## config.mk

```make
export PLATFORM = sky130hd
export DESIGN_NAME = glm_modify
export DESIGN_NICKNAME = d
export VERILOG_FILES = /design/src/logic/glm_pkg.sv /design/src/logic/glm_modify.sv
export SDC_FILE = /design/constraint.sdc
export NUM_CORES = 1
export LEC_CHECK = 0
export ABC_AREA = 1
export BUFFER_PORTS_ARGS = -buffer_cell sky130_fd_sc_hd__buf_2
export CAP_MARGIN = 5
export CORE_AREA = 3 3 302 304
export CTS_BUF_LIST = sky130_fd_sc_hd__clkbuf_8 sky130_fd_sc_hd__clkbuf_16
export DETAILED_ROUTE_END_ITERATION = 8
export DIE_AREA = 0 0 305 307
export HOLD_SLACK_MARGIN = 0.05
export SYNTH_ARGS = -nofsm -noshare
export SYNTH_HDL_FRONTEND = slang
export SYNTH_SLANG_ARGS = --single-unit
```

## constraint.sdc

```tcl
create_clock -name clk -period 6.2 [get_ports clk]
set_input_delay 0.31 -clock clk [delete_from_list [all_inputs] [get_ports clk]]
set_output_delay 0.31 -clock clk [all_outputs]
set_load 0.02 [all_outputs]
```

## src/logic/glm_pkg.sv

```systemverilog
`default_nettype none

package glm_pkg;

    // *******************************************************************
    // word and line geometry
    // *******************************************************************
    localparam int data_width = 32;
    localparam int frac_bits = 16;
    localparam int words_per_line = 4;
    localparam int line_width = data_width * words_per_line;
    localparam int pos_bits = 2;
    localparam int mem_addr_width = 8;
    localparam int index_width = 16;
    localparam int grad_addr_width = 16;

    // gradient fifo sizing
    localparam int grad_fifo_depth = 8;
    localparam int grad_fifo_margin = 4;

    // fixed latencies of the arithmetic units
    localparam int sub_latency = 2;
    localparam int mult_latency = 3;
    localparam int l1_latency = 2;

    typedef enum logic
    {
        algo_sgd,
        algo_scd
    } glm_algo_t;

    typedef enum logic [1:0]
    {
        state_idle,
        state_sgd_main,
        state_scd_main
    } modify_state_t;

endpackage

`default_nettype wire

```

## src/logic/glm_modify.sv

```systemverilog
`timescale 1ns/1ps
`default_nettype none

module glm_modify
    import glm_pkg::*;
(
    input  logic                      clk,
    input  logic                      reset,
    input  logic                      op_start,
    output logic                      op_done,
    input  logic [index_width-1:0]    start_index,
    input  logic [index_width-1:0]    num_iterations,
    input  logic [mem_addr_width-1:0] label_base,
    input  glm_algo_t                 algorithm,
    input  logic [data_width-1:0]     step_size,
    input  logic [data_width-1:0]     lambda,
    input  logic                      dot_empty,
    output logic                      dot_re,
    input  logic [data_width-1:0]     dot_rdata,
    input  logic                      dot_rvalid,
    output logic                      mem_re,
    output logic [mem_addr_width-1:0] mem_raddr,
    input  logic [line_width-1:0]     mem_rdata,
    input  logic                      mem_rvalid,
    output logic                      mem_we,
    output logic [mem_addr_width-1:0] mem_waddr,
    output logic [line_width-1:0]     mem_wdata,
    output logic                      sub_valid_in,
    output logic [data_width-1:0]     sub_a,
    output logic [data_width-1:0]     sub_b,
    input  logic [data_width-1:0]     sub_result,
    input  logic                      sub_valid,
    output logic                      mult_valid_in,
    output logic [data_width-1:0]     mult_a,
    output logic [data_width-1:0]     mult_b,
    input  logic [data_width-1:0]     mult_result,
    input  logic                      mult_valid,
    output logic                      l1_valid_in,
    output logic [data_width-1:0]     l1_model,
    output logic [data_width-1:0]     l1_step,
    output logic [data_width-1:0]     l1_lambda,
    input  logic [data_width-1:0]     l1_result,
    input  logic                      l1_valid,
    output logic                      writer_start,
    output logic                      push,
    output logic [data_width-1:0]     push_data,
    input  logic                      almost_full
);
    // *******************************************************************
    // captured configuration and progress
    // *******************************************************************
    modify_state_t             state;
    logic [index_width-1:0]    num_iter_q;
    logic [index_width-1:0]    start_q;
    logic [mem_addr_width-1:0] base_q;
    logic [data_width-1:0]     step_q;
    logic [index_width-1:0]    issue_count;
    logic [index_width-1:0]    done_count;
    logic [index_width-1:0]    rd_index;
    logic [index_width-1:0]    wr_index;
    logic [line_width-1:0]     line_q;
    logic                      last_commit;

    logic [index_width-1:0]    issue_index;
    logic [index_width-1:0]    raddr_index;
    logic [index_width-1:0]    in_flight;
    logic [index_width-1:0]    flight_limit;
    logic                      issue;

    // *******************************************************************
    // iteration issue
    // *******************************************************************
    assign issue_index = start_q + issue_count;
    assign in_flight = issue_count - done_count;
    // scd keeps a single iteration in flight, sgd is bounded by the fifo margin
    assign flight_limit = (state == state_sgd_main) ? index_width'(grad_fifo_margin)
                                                    : index_width'(1);
    assign issue = (state != state_idle) && !dot_empty && !almost_full
                   && (issue_count < num_iter_q) && (in_flight < flight_limit);

    assign dot_re = issue;
    // scd reads the model line one cycle after the multiply starts
    assign mem_re = (state == state_sgd_main) ? issue
                                              : (state == state_scd_main) && mult_valid_in;
    assign raddr_index = (state == state_scd_main) ? rd_index : issue_index;
    assign mem_raddr = base_q + raddr_index[pos_bits +: mem_addr_width];

    always_ff @(posedge clk)
    begin
        writer_start <= 1'b0;
        sub_valid_in <= 1'b0;
        mult_valid_in <= 1'b0;
        l1_valid_in <= 1'b0;
        mem_we <= 1'b0;
        push <= 1'b0;
        last_commit <= 1'b0;
        op_done <= last_commit;

        if (issue)
            issue_count <= issue_count + 1'b1;

        case (state)
            state_idle:
            begin
                if (op_start)
                begin
                    num_iter_q <= num_iterations;
                    start_q <= start_index;
                    base_q <= label_base;
                    step_q <= step_size;
                    l1_lambda <= lambda;
                    issue_count <= '0;
                    done_count <= '0;
                    rd_index <= start_index;
                    wr_index <= start_index;
                    writer_start <= 1'b1;
                    state <= (algorithm == algo_sgd) ? state_sgd_main : state_scd_main;
                end
            end

            // dot - label, times step, then out
            state_sgd_main:
            begin
                if (dot_rvalid && mem_rvalid)
                begin
                    sub_valid_in <= 1'b1;
                    sub_a <= dot_rdata;
                    sub_b <= mem_rdata[rd_index[pos_bits-1:0]*data_width +: data_width];
                    rd_index <= rd_index + 1'b1;
                end

                if (sub_valid)
                begin
                    mult_valid_in <= 1'b1;
                    mult_a <= step_q;
                    mult_b <= sub_result;
                end

                if (mult_valid)
                begin
                    push <= 1'b1;
                    push_data <= mult_result;
                    done_count <= done_count + 1'b1;
                    if (done_count == num_iter_q - 1'b1)
                    begin
                        last_commit <= 1'b1;
                        state <= state_idle;
                    end
                end
            end

            // step * dot, shrink, stream out, then write model - out back
            state_scd_main:
            begin
                if (dot_rvalid)
                begin
                    mult_valid_in <= 1'b1;
                    mult_a <= step_q;
                    mult_b <= dot_rdata;
                end

                if (mem_rvalid)
                    line_q <= mem_rdata;

                if (mult_valid)
                begin
                    l1_valid_in <= 1'b1;
                    l1_model <= line_q[rd_index[pos_bits-1:0]*data_width +: data_width];
                    l1_step <= mult_result;
                    rd_index <= rd_index + 1'b1;
                end

                if (l1_valid)
                begin
                    sub_valid_in <= 1'b1;
                    sub_a <= l1_model;
                    sub_b <= l1_result;
                    push <= 1'b1;
                    push_data <= l1_result;
                end

                if (sub_valid)
                begin
                    mem_we <= 1'b1;
                    mem_waddr <= base_q + wr_index[pos_bits +: mem_addr_width];
                    // merge the new model word into the fetched line
                    for (int i = 0; i < words_per_line; i++)
                    begin
                        mem_wdata[i*data_width +: data_width] <=
                            (i == wr_index[pos_bits-1:0]) ? sub_result
                                                          : line_q[i*data_width +: data_width];
                    end
                    wr_index <= wr_index + 1'b1;
                    done_count <= done_count + 1'b1;
                    if (done_count == num_iter_q - 1'b1)
                    begin
                        last_commit <= 1'b1;
                        state <= state_idle;
                    end
                end
            end

            default:
            begin
                state <= state_idle;
            end
        endcase

        if (reset)
        begin
            state <= state_idle;
            writer_start <= 1'b0;
            sub_valid_in <= 1'b0;
            mult_valid_in <= 1'b0;
            l1_valid_in <= 1'b0;
            mem_we <= 1'b0;
            push <= 1'b0;
            last_commit <= 1'b0;
            op_done <= 1'b0;
        end
    end

    // dot fifo and label memory answer in the same cycle during sgd
    assert property (@(posedge clk) disable iff (reset)
        (state == state_sgd_main) |-> (dot_rvalid == mem_rvalid));

endmodule

`default_nettype wire

```

=== After elaboration in Yosys (flattened, before gate mapping) ===
Cells that the tools add are included.

* $lt $le $gt $ge: 2
* Bitwise gates (word level): 2
* $add $sub $neg: 9
* $mul: 0
* Divide/modulo/power cells: 0
* Reductions and logical operators: 27
* Equality and inequality tests: 14
* Multiplexer cells: 53
* Shifts and indexed selects: 2

{| class="wikitable"
|+ Operator list
! cell !! number
|-
| two-way mux 32 bit || 13
|-
| case mux 32 bit (2 select lines) || 5
|-
| indexed part select 128 x 8 -> 32 bit || 2
|-
| two-way mux 16 bit || 10
|-
| case mux 16 bit (3 select lines) || 2
|-
| adder 16 x 1 -> 16 bit (second input constant) || 4
|-
| case mux 16 bit (2 select lines) || 1
|-
| adder 8 bit || 2
|-
| == test 16 bit || 1
|-
| < comparator 16 bit || 1
|-
| < comparator 16 x 3 -> 1 bit || 1
|-
| subtractor 16 x 1 -> 16 bit (second input constant) || 1
|-
| subtractor 16 bit || 1
|-
| AND reduction 3 bit || 5
|-
| != test 2 bit (second input constant) || 7
|-
| adder 10 bit || 1
|-
| two-way mux 1 bit || 10
|-
| two-way mux 10 bit || 1
|-
| two-way mux 2 bit || 5
|-
| case mux 1 bit (2 select lines) || 4
|-
| AND reduction 2 bit || 4
|-
| AND reduction 4 bit || 2
|-
| logical AND 1 bit || 6
|-
| case mux 2 bit (3 select lines) || 1
|-
| 12 further kinds || 19
|}

* Word-level logic and storage cells: 137
* Register bits after elaboration: 660
* Memory bits (writable): 0
* Memories kept: 0
* Input bits: 371
* ROM bits: 0
* Bits in latches: 0

=== Longest topological paths before layout ===
Gate-level depths: netlist (run 1).

* Depth after elaboration: 8
* Depth in mapped cells: 22

=== Worst setup path before layout (run 1) ===
No wires, ideal clock.

* Path kind: flip-flop to flip-flop
* From: register state[0]
* To: register mult_a[0], enable pin
* Setup time: 0.507 ns
* Required time: 5.693 ns
* Path slack: 1.245 ns
* Clock period less this slack: 4.955 ns
* Cell stages (with the launch flop): 7
* Arrival: 4.448 ns
* Cell sequence: dfxtp_1 -> inv_1 -> ha_1 -> clkbuf_1 -> clkbuf_1 -> o21ai_0 -> a21oi_1

* Longest elaborated chain between the ends: 3
* Elaborated cells on any way between the ends: 6
* Those cells by class: eq/ne: 4; reduce/logical: 2

{| class="wikitable"
|+ Ends and longest elaborated chain
! item !! RTL line !! text
|-
| from (decl) || glm_modify.sv:52 || <nowiki>modify_state_t state;</nowiki>
|-
| from (signal assigned) || glm_modify.sv:117 || <nowiki>state <= (algorithm == algo_sgd) ? state_sgd_main : state_scd_main;</nowiki>
|-
| from (signal assigned) || glm_modify.sv:147 || <nowiki>state <= state_idle;</nowiki>
|-
| from (signal assigned) || glm_modify.sv:198 || <nowiki>state <= state_idle;</nowiki>
|-
| == test 2 x 1 -> 1 bit or == test 2 bit (tied branches) || glm_modify.sv:102 || <nowiki>case (state)</nowiki>
|-
| != test 2 bit (no source line) or nonzero test 2 bit (tied branches) || - ||
|-
| AND reduction 3 bit (no source line) * || - ||
|-
| to (signal assigned) || glm_modify.sv:135 || <nowiki>mult_a <= step_q;</nowiki>
|-
| to (signal assigned) || glm_modify.sv:158 || <nowiki>mult_a <= step_q;</nowiki>
|-
| to (decl) || glm_modify.sv:34 || <nowiki>output logic [data_width-1:0] mult_a,</nowiki>
|}

Every way passes the cells marked *; elsewhere a longest branch is shown, timed or not.
A chain may end at the register's enable or synchronous reset.

=== Worst setup path in the final report (run 1) ===
* From: register issue_count[1]
* To: output port mem_raddr[7]

* Longest elaborated chain between the ends: 3

{| class="wikitable"
|+ Ends and longest elaborated chain
! item !! RTL line !! text
|-
| from (decl) || glm_modify.sv:57 || <nowiki>logic [index_width-1:0] issue_count;</nowiki>
|-
| from (signal assigned) || glm_modify.sv:100 || <nowiki>issue_count <= issue_count + 1'b1;</nowiki>
|-
| adder 10 bit || glm_modify.sv:73 || <nowiki>assign issue_index = start_q + issue_count;</nowiki>
|-
| two-way mux 10 bit || glm_modify.sv:85 || <nowiki>assign raddr_index = (state == state_scd_main) ? rd_index : issue_index;</nowiki>
|-
| adder 8 bit || glm_modify.sv:86 || <nowiki>assign mem_raddr = base_q + raddr_index[pos_bits +: mem_addr_width];</nowiki>
|-
| to (decl) || glm_modify.sv:22 || <nowiki>output logic [mem_addr_width-1:0] mem_raddr,</nowiki>
|}

Every way passes these cells.

==> reports/results.ini, run 1 <==
[global_route]
antenna_found_initial=11
grt_max_degree=118
use_met1_pct=30.3
grt-busiest-layer=met2
grt_pass1_vias=23800
grt-ovfl-total=0
use_met3_pct=4.97
grtUsageMet2_pct=37.0
grt_use_total_pct=22.7
grt_first_pass_wirelength_microns=158000

[setup_path]
crit_family=simple AND/OR/NAND/NOR gates
arrival_ps=3990
crit_slowest_cell=dfxtp_1
cp_data_required_time_ps=5890
path_buf_inv=3
critical_path_depth=23
path_class=reg2out
cp-start-kind=register
cpMostUsedCell=nand2_1
reg2reg_depth=6
crit_path_end_kind=output pin
slowest_delay_ps=400
worstPathCellList=ha_1 > nand3_1 > nand2_1 > nand2_1 > nand2_1 > nand3_1 > nand3_1 > nand2_1 > nand2_1 > a21oi_1 > or2_2 > nand3_1 > o21ai_0 > ha_1 > nand2_1 > inv_1 > nand4_1 > o211ai_1 > xor2_1 > nand3_1 > nand2_1 > inv_1 > buf_2
crit_fanout=6

[synth]
synth_top_area_share_pct=63.9
synth-main-ff-cell=edfxtp_1
syn_area_per_cell_sq_um=11.2
synth_edf_count=622
synth_cells=2599
synth-async-reset-ratio_pct=0
yosysTopAreaCell=edfxtp_1
yosysSeqAreaShare_pct=65.7
synthTopCellsByArea=edfxtp_1, nand2_1, mux2_2
syn_area_sq_um=29200
ys_types=43
synth-seq-cells=648
synth_warnings=0
syn-num-nets=3038

[detailed_routing]
avgViaCountPerCell=4.87
routed_wl_microns=110000
drc=0
vias=24200
ant_nets=0
wl_per_cell_microns=22.0
dr.first_iter.drc_count=2625
first_pass_iters=6

[floorplanning]
dieArea_sq_um=93600
start_util_pct=33.0
dieWidth_microns=305
io_pins=780
coreArea_sq_um=88500
rows=109
die_h_microns=307

[job]
maxCapViolations=0

[sta]
rsz0062_at_grt=no
slew_headroom_pct=27.4
hold_viol_final=0
final.setup_skew_ps=23.9
fmax_mhz=232
fin_crit_ps=4300
maxSlewViolCount=0
fin_ws_ps=1900
setup_tns_ps=0
period_share_pct=69.4
tightestPinTransition_ps=1090
setup_viol=0

[clock_tree]
cts-root-buf=clkbuf_16
clkLatencyLatePin_ps=650
cts.sink_count=648
cts_max_path_buffers=3
htree_levels=3
cts_buffers=73
clk_pin_slew_worst_paths_ps=60
cts_tree=built

[worst_hold_path]
min_path_cells=3
min_path_type=in2reg

[layout]
syn_to_final_growth_pct=38.6
fillCellCount=8122
drive_gt1_share_pct=28.0
nNetsFinal=4180

[place]
numPortBuffers=773
hpwl_microns=78200
gp_congestion=0.913
dp_slack_ps=2570

[power_and_ir_drop]
p_per_area_nw_per_um2=454
p_leak_nw=17.2
worst_ir_drop_vdd_mv=0.401

[run_status]
status=complete, no violations

==> through the flow <==
step	cell area, sq um	cells	hold WS (ps)	power [mW]	utilization (%)
3_3_place_gp	34500	4463	400	13.9	38.9
4_1_cts	40500	4964	65.9	18.5	45.7
2_1_floorplan	29200	2599	381	11.2	-
3_5_place_dp	34500	4463	405	14.0	38.9
5_1_grt	40500	4970	97.0	19.3	45.8
6_report	40500	4974	122	18.4	45.8
==> synth_stat cells, types with 32 or more instances <==
| cell | count |
|---|---|
| mux2_2 | 97 |
| inv_1 | 220 |
| xor2_1 | 34 |
| ha_1 | 65 |
| nand4_1 | 34 |
| nand3_1 | 80 |
| clkbuf_1 | 86 |
| edfxtp_1 | 622 |
| nor2_1 | 113 |
| a221o_1 | 32 |
| o21ai_0 | 101 |
| a21oi_1 | 205 |
| nand2_1 | 730 |
==> path summary, 6_finish.rpt <==
check | from | slack (ps) | to
worst max-delay path | issue_count[1]$_DFF_P_ | 1900 | mem_raddr[7]
worst min register to register | step_q[23]$_DFFE_PP_ | 410 | mult_a[23]$_DFFE_PP_
worst min-delay path | sub_result[25] | 120 | mem_wdata[57]$_DFFE_PP_
worst max register to register | state[1]$_SDFFE_PP0P_ | 2990 | mult_b[14]$_DFFE_PP_
==> final cells by class <==
| type | instances | area, sq um | share of cell area [%] |
|---|---|---|---|
| diodes | 9 | 22.5 | 0.0556 |
| clock buffers | 75 | 1870 | 4.61 |
| clock inverters | 59 | 469 | 1.16 |
| inverters | 230 | 888 | 2.19 |
| multi-input cells | 1622 | 8850 | 21.9 |
| flip-flops and latches | 648 | 19200 | 47.4 |
| well taps | 1165 | 1460 | 3.60 |
| repair buffers | 1166 | 7750 | 19.1 |
==> registers in the layout, indices dropped and copies added (netlist names), 2 cells and up <==
name         flops
start_q         10
step_q          32
base_q           8
issue_count     16
num_iter_q      16
sub_a           32
line_q         128
l1_model        32
wr_index        10
l1_lambda       32
push_data       32
mem_waddr        8
l1_step         32
mem_wdata      128
sub_b           32
done_count      16
state            2
mult_b          32
rd_index        10
mult_a          32
==> worst register-to-register path: stages (launching register included) <==
cell	delay, ps
dfxtp_1	410
inv_1	90
ha_1	800
o21ai_0	320
a21oi_4	180
buf_4	330
buf_4	640
==> layout by cell type, fill, tap and decap left out, drive strengths merged, types with 5 or more instances in the layout <==
cell type and n:
clkbuf 75, nand3 85, diode 9, dfxtp 26, a21oi 207, nor3 21, bufinv 6, and2 5
xnor2 11, o22ai 11, mux2 97, nand4 36, ha 65, o21ai 109, xor2 34, clkinv 26
nor2 127, dlygate4sd3 367, nor4 5, a221o 32, buf 799, edfxtp 622, inv 256, nand2 743
or2 8, nand3b 6
==> per-layer routing <==
metal / vias up / wire length [microns]
met5: - / 12
met4: 2 / 3150
met3: 187 / 8230
met2: 1082 / 51500
met1: 11600 / 46600
li1: 11300 / -
==> report_power, final <==
part           internal, mW  switching (mW)  leakage [nW]
clock network          2.45            1.84          1.22
logic                  2.19            5.04          10.0
registers              6.42           0.457          5.99
==> cells by family (layout without fill, tap and decap cells) <==
kind of cell / Yosys count / in the layout / synth area share (%)
AO/OA/AOI/OAI: 374 / 374 / 7.14
XOR/XNOR: 45 / 45 / 1.35
adder cells (fa/ha/maj): 68 / 68 / 2.99
buffers and inverters: 329 / 1530 / 4.23
flip-flops: 648 / 648 / 65.7
multiplexers: 97 / 97 / 3.74
other: 0 / 9 / 0
AND/OR/NAND/NOR: 1038 / 1038 / 14.9
==> what timing repair did <==
action / CTS / global route
endpoints found under the hold margin: 502 / 0
hold buffers: 367 / 0
setup buffers: 0 / 0
gates resized for setup: 0 / 0
Power figures use the tool's default switching activity.
==> run 2: changes to the inputs <==
==> constraint.sdc (replaced) <==
create_clock -name clk -period 4.2 [get_ports clk]
set_input_delay 0.21 -clock clk [delete_from_list [all_inputs] [get_ports clk]]
set_output_delay 0.21 -clock clk [all_outputs]
set_load 0.02 [all_outputs]
==> run 2 against run 1 <==
Against the previous run: combinational power rose by 49%; flip-flop and latch count stayed put; critical path depth is the same; final cell count up 0.34%; register-to-register slack got worse by 2000 ps; worst setup slack got worse by 1600 ps; clock skew barely moved; routed wire length grew 1.1%.
==> reports/results.ini, run 2 (synthesized netlist as in run 1, its figures left out) <==
[setup_path]
worstSetupEndpoint=mem_raddr[7]
cp-start-kind=register
crit_slowest_cell=edfxtp_1
arrival_ps=3740  ; -250 ps
cp_data_required_time_ps=3990  ; -1900 ps
worstPathCellList=ha_1 > nand3_1 > nand2_2 > nand2_1 > nand2_1 > nand3_2 > nand3_2 > nand2_2 > nand2_1 > a21oi_1 > or2_2 > nand3_1 > o21ai_1 > ha_1 > nand2_1 > inv_1 > nand4_1 > o211ai_1 > xor2_1 > a21o_1 > nand2_1 > inv_1 > buf_2
path_class=reg2out
reg2reg_depth=7  ; +1
crit_start=start_q[1]$_DFFE_PP_
reg2reg_to=mult_a[11]$_DFFE_PP_
slowest_delay_ps=370  ; -30 ps
crit_fanout=3  ; -3
reg2reg_from=state[0]$_SDFFE_PP0P_
cpMostUsedCell=nand2_1
crit_path_end_kind=output pin
ff2ff_setup_slack_ps=1040  ; -1950 ps

[floorplanning]
start_util_pct=33.0  ; unchanged
io_pins=780  ; unchanged
dieArea_sq_um=93600  ; unchanged
rows=109  ; unchanged
coreArea_sq_um=88500  ; unchanged
die_h_microns=307  ; unchanged
dieWidth_microns=305  ; unchanged

[place]
numPortBuffers=773  ; unchanged
hpwl_microns=79500  ; +1.7%
place_area_sq_um=34600  ; +0.48%
gp_congestion=0.919  ; +0.70%

[sta]
fmax_mhz=253
slew_headroom_pct=24.7  ; -2.7 points
fin_crit_ps=3950
period_share_pct=94.0
setup_viol=0  ; unchanged
hold_viol_final=0  ; unchanged
setup_tns_ps=0  ; unchanged
fin_hold_ws_ps=255  ; +133 ps
tightestPinTransition_ps=1130  ; +40.6 ps
maxSlewViolCount=0  ; unchanged
final.setup_skew_ps=24.3  ; +0.376 ps

[job]
maxCapViolations=0  ; unchanged

[global_route]
grt_pass1_vias=23900  ; +0.42%
grt_max_degree=118  ; unchanged
grt-ovfl-total=0  ; unchanged
grt_use_total_pct=22.9  ; +0.21 points
antenna_found_initial=18  ; +7
grt_first_pass_wirelength_microns=158000  ; about the same

[detailed_routing]
wl_met2_microns=51900  ; +0.86%
first_pass_iters=6  ; unchanged
ant_nets=0  ; unchanged
avgViaCountPerCell=4.86  ; -0.25%
drc=0  ; unchanged
vias=24300  ; +0.087%
wl_per_cell_microns=22.2  ; +0.78%
dr.max_layer_used=met5
met1_length_microns=45500  ; -2.5%
dr.first_iter.drc_count=2219  ; -15%
wl_met3_microns=9680  ; +18%
routed_wl_microns=111000  ; +1.1%

[worst_hold_path]
min_path_type=in2reg

[clock_tree]
cts.sink_count=648  ; unchanged
cts_max_path_buffers=3  ; unchanged
clk_pin_slew_worst_paths_ps=60  ; about the same
cts-root-buf=clkbuf_16
cts_tree=built
htree_levels=3  ; unchanged
clkLatencyLatePin_ps=660  ; about the same
cts_buffers=74  ; +1.4%

[power_and_ir_drop]
p_per_area_nw_per_um2=672  ; +48%
worst_ir_drop_vdd_mv=0.582  ; +45%
p_leak_nw=17.3  ; +0.68%

[layout]
syn_to_final_growth_pct=39.6
biggestRegsByFlops=line_q: 128 flops, mem_wdata: 128 flops
drive_gt1_share_pct=28.2  ; +0.14 points
fillCellCount=8179  ; +0.70%
nNetsFinal=4198  ; +0.43%
final_core_util_pct=46.1  ; +0.33 points
stdcell_area_sq_um=40800  ; +0.72%
final_common_cell=buf_2
most-common-layout-cells=buf_2, nand2_1, edfxtp_1, dlygate4sd3_1, inv_1

[run_status]
status=complete, no violations

run 2: where the power goes:
part	switching, mW	total, mW	internal, mW
Combinational	7.46	10.8	3.36
Sequential	0.715	10.2	9.48
Clock	2.80	6.39	3.59
run 2: per-layer routing:
layer | vias to the layer above | GRT usage (%)
met5 | - | 0
met4 | 8 | 8.61
met3 | 198 | 6.74
met2 | 1115 | 37.1
met1 | 11600 | 29.0
li1 | 11400 | -
run 2: how the worst min path moves through the flow:
stage	start	depth (start not counted)	endpoint
after global placement	lambda[7]	1	l1_lambda[7]$_DFFE_PP_
after detailed placement	num_iterations[9]	1	num_iter_q[9]$_DFFE_PP_
after global routing	step_size[28]	2	step_q[28]$_DFFE_PP_
after CTS	step_size[4]	2	step_q[4]$_DFFE_PP_
after floorplan	reset	1	op_done$_SDFF_PP0_
final	almost_full	6	issue_count[6]$_DFF_P_
run 2: repair_timing:
action                                  CTS  global route
endpoints found under the setup margin    0             1
resized for setup                         0             6
setup buffers                             0             2
hold buffers                            374             0
hold endpoints to repair                542             0
run 2: critical path: cells and delay by family, from the launching register on:
kind,cells,cell delay [ps]
fa+ha+maj,2,620
xor+xnor,1,190
simple gates,13,1220
compound gates,4,420
flops,1,370
buf+inv,3,240
run 2: layout make-up:
type	instances	area, sq um	area share [%]
Inverter	230	888	2.18
Clock buffer	78	1930	4.73
Timing Repair Buffer	1183	7980	19.6
Sequential cell	648	19200	47.1
Clock inverter	56	438	1.07
Antenna cell	9	22.5	0.0552
Multi-Input combinational cell	1622	8880	21.8
Tap cell	1165	1460	3.57
run 2: per-stage QoR:
| stage | total power [mW] | instances | setup slack (ps) |
|---|---|---|---|
| after floorplan | 16.5 | 2599 | 545 |
| after global placement | 20.7 | 4472 | 782 |
| after detailed placement | 20.8 | 4472 | 781 |
| after CTS | 27.5 | 4980 | 42.3 |
| after global routing | 28.8 | 4986 | -25.9 |
| final | 27.4 | 4991 | 253 |
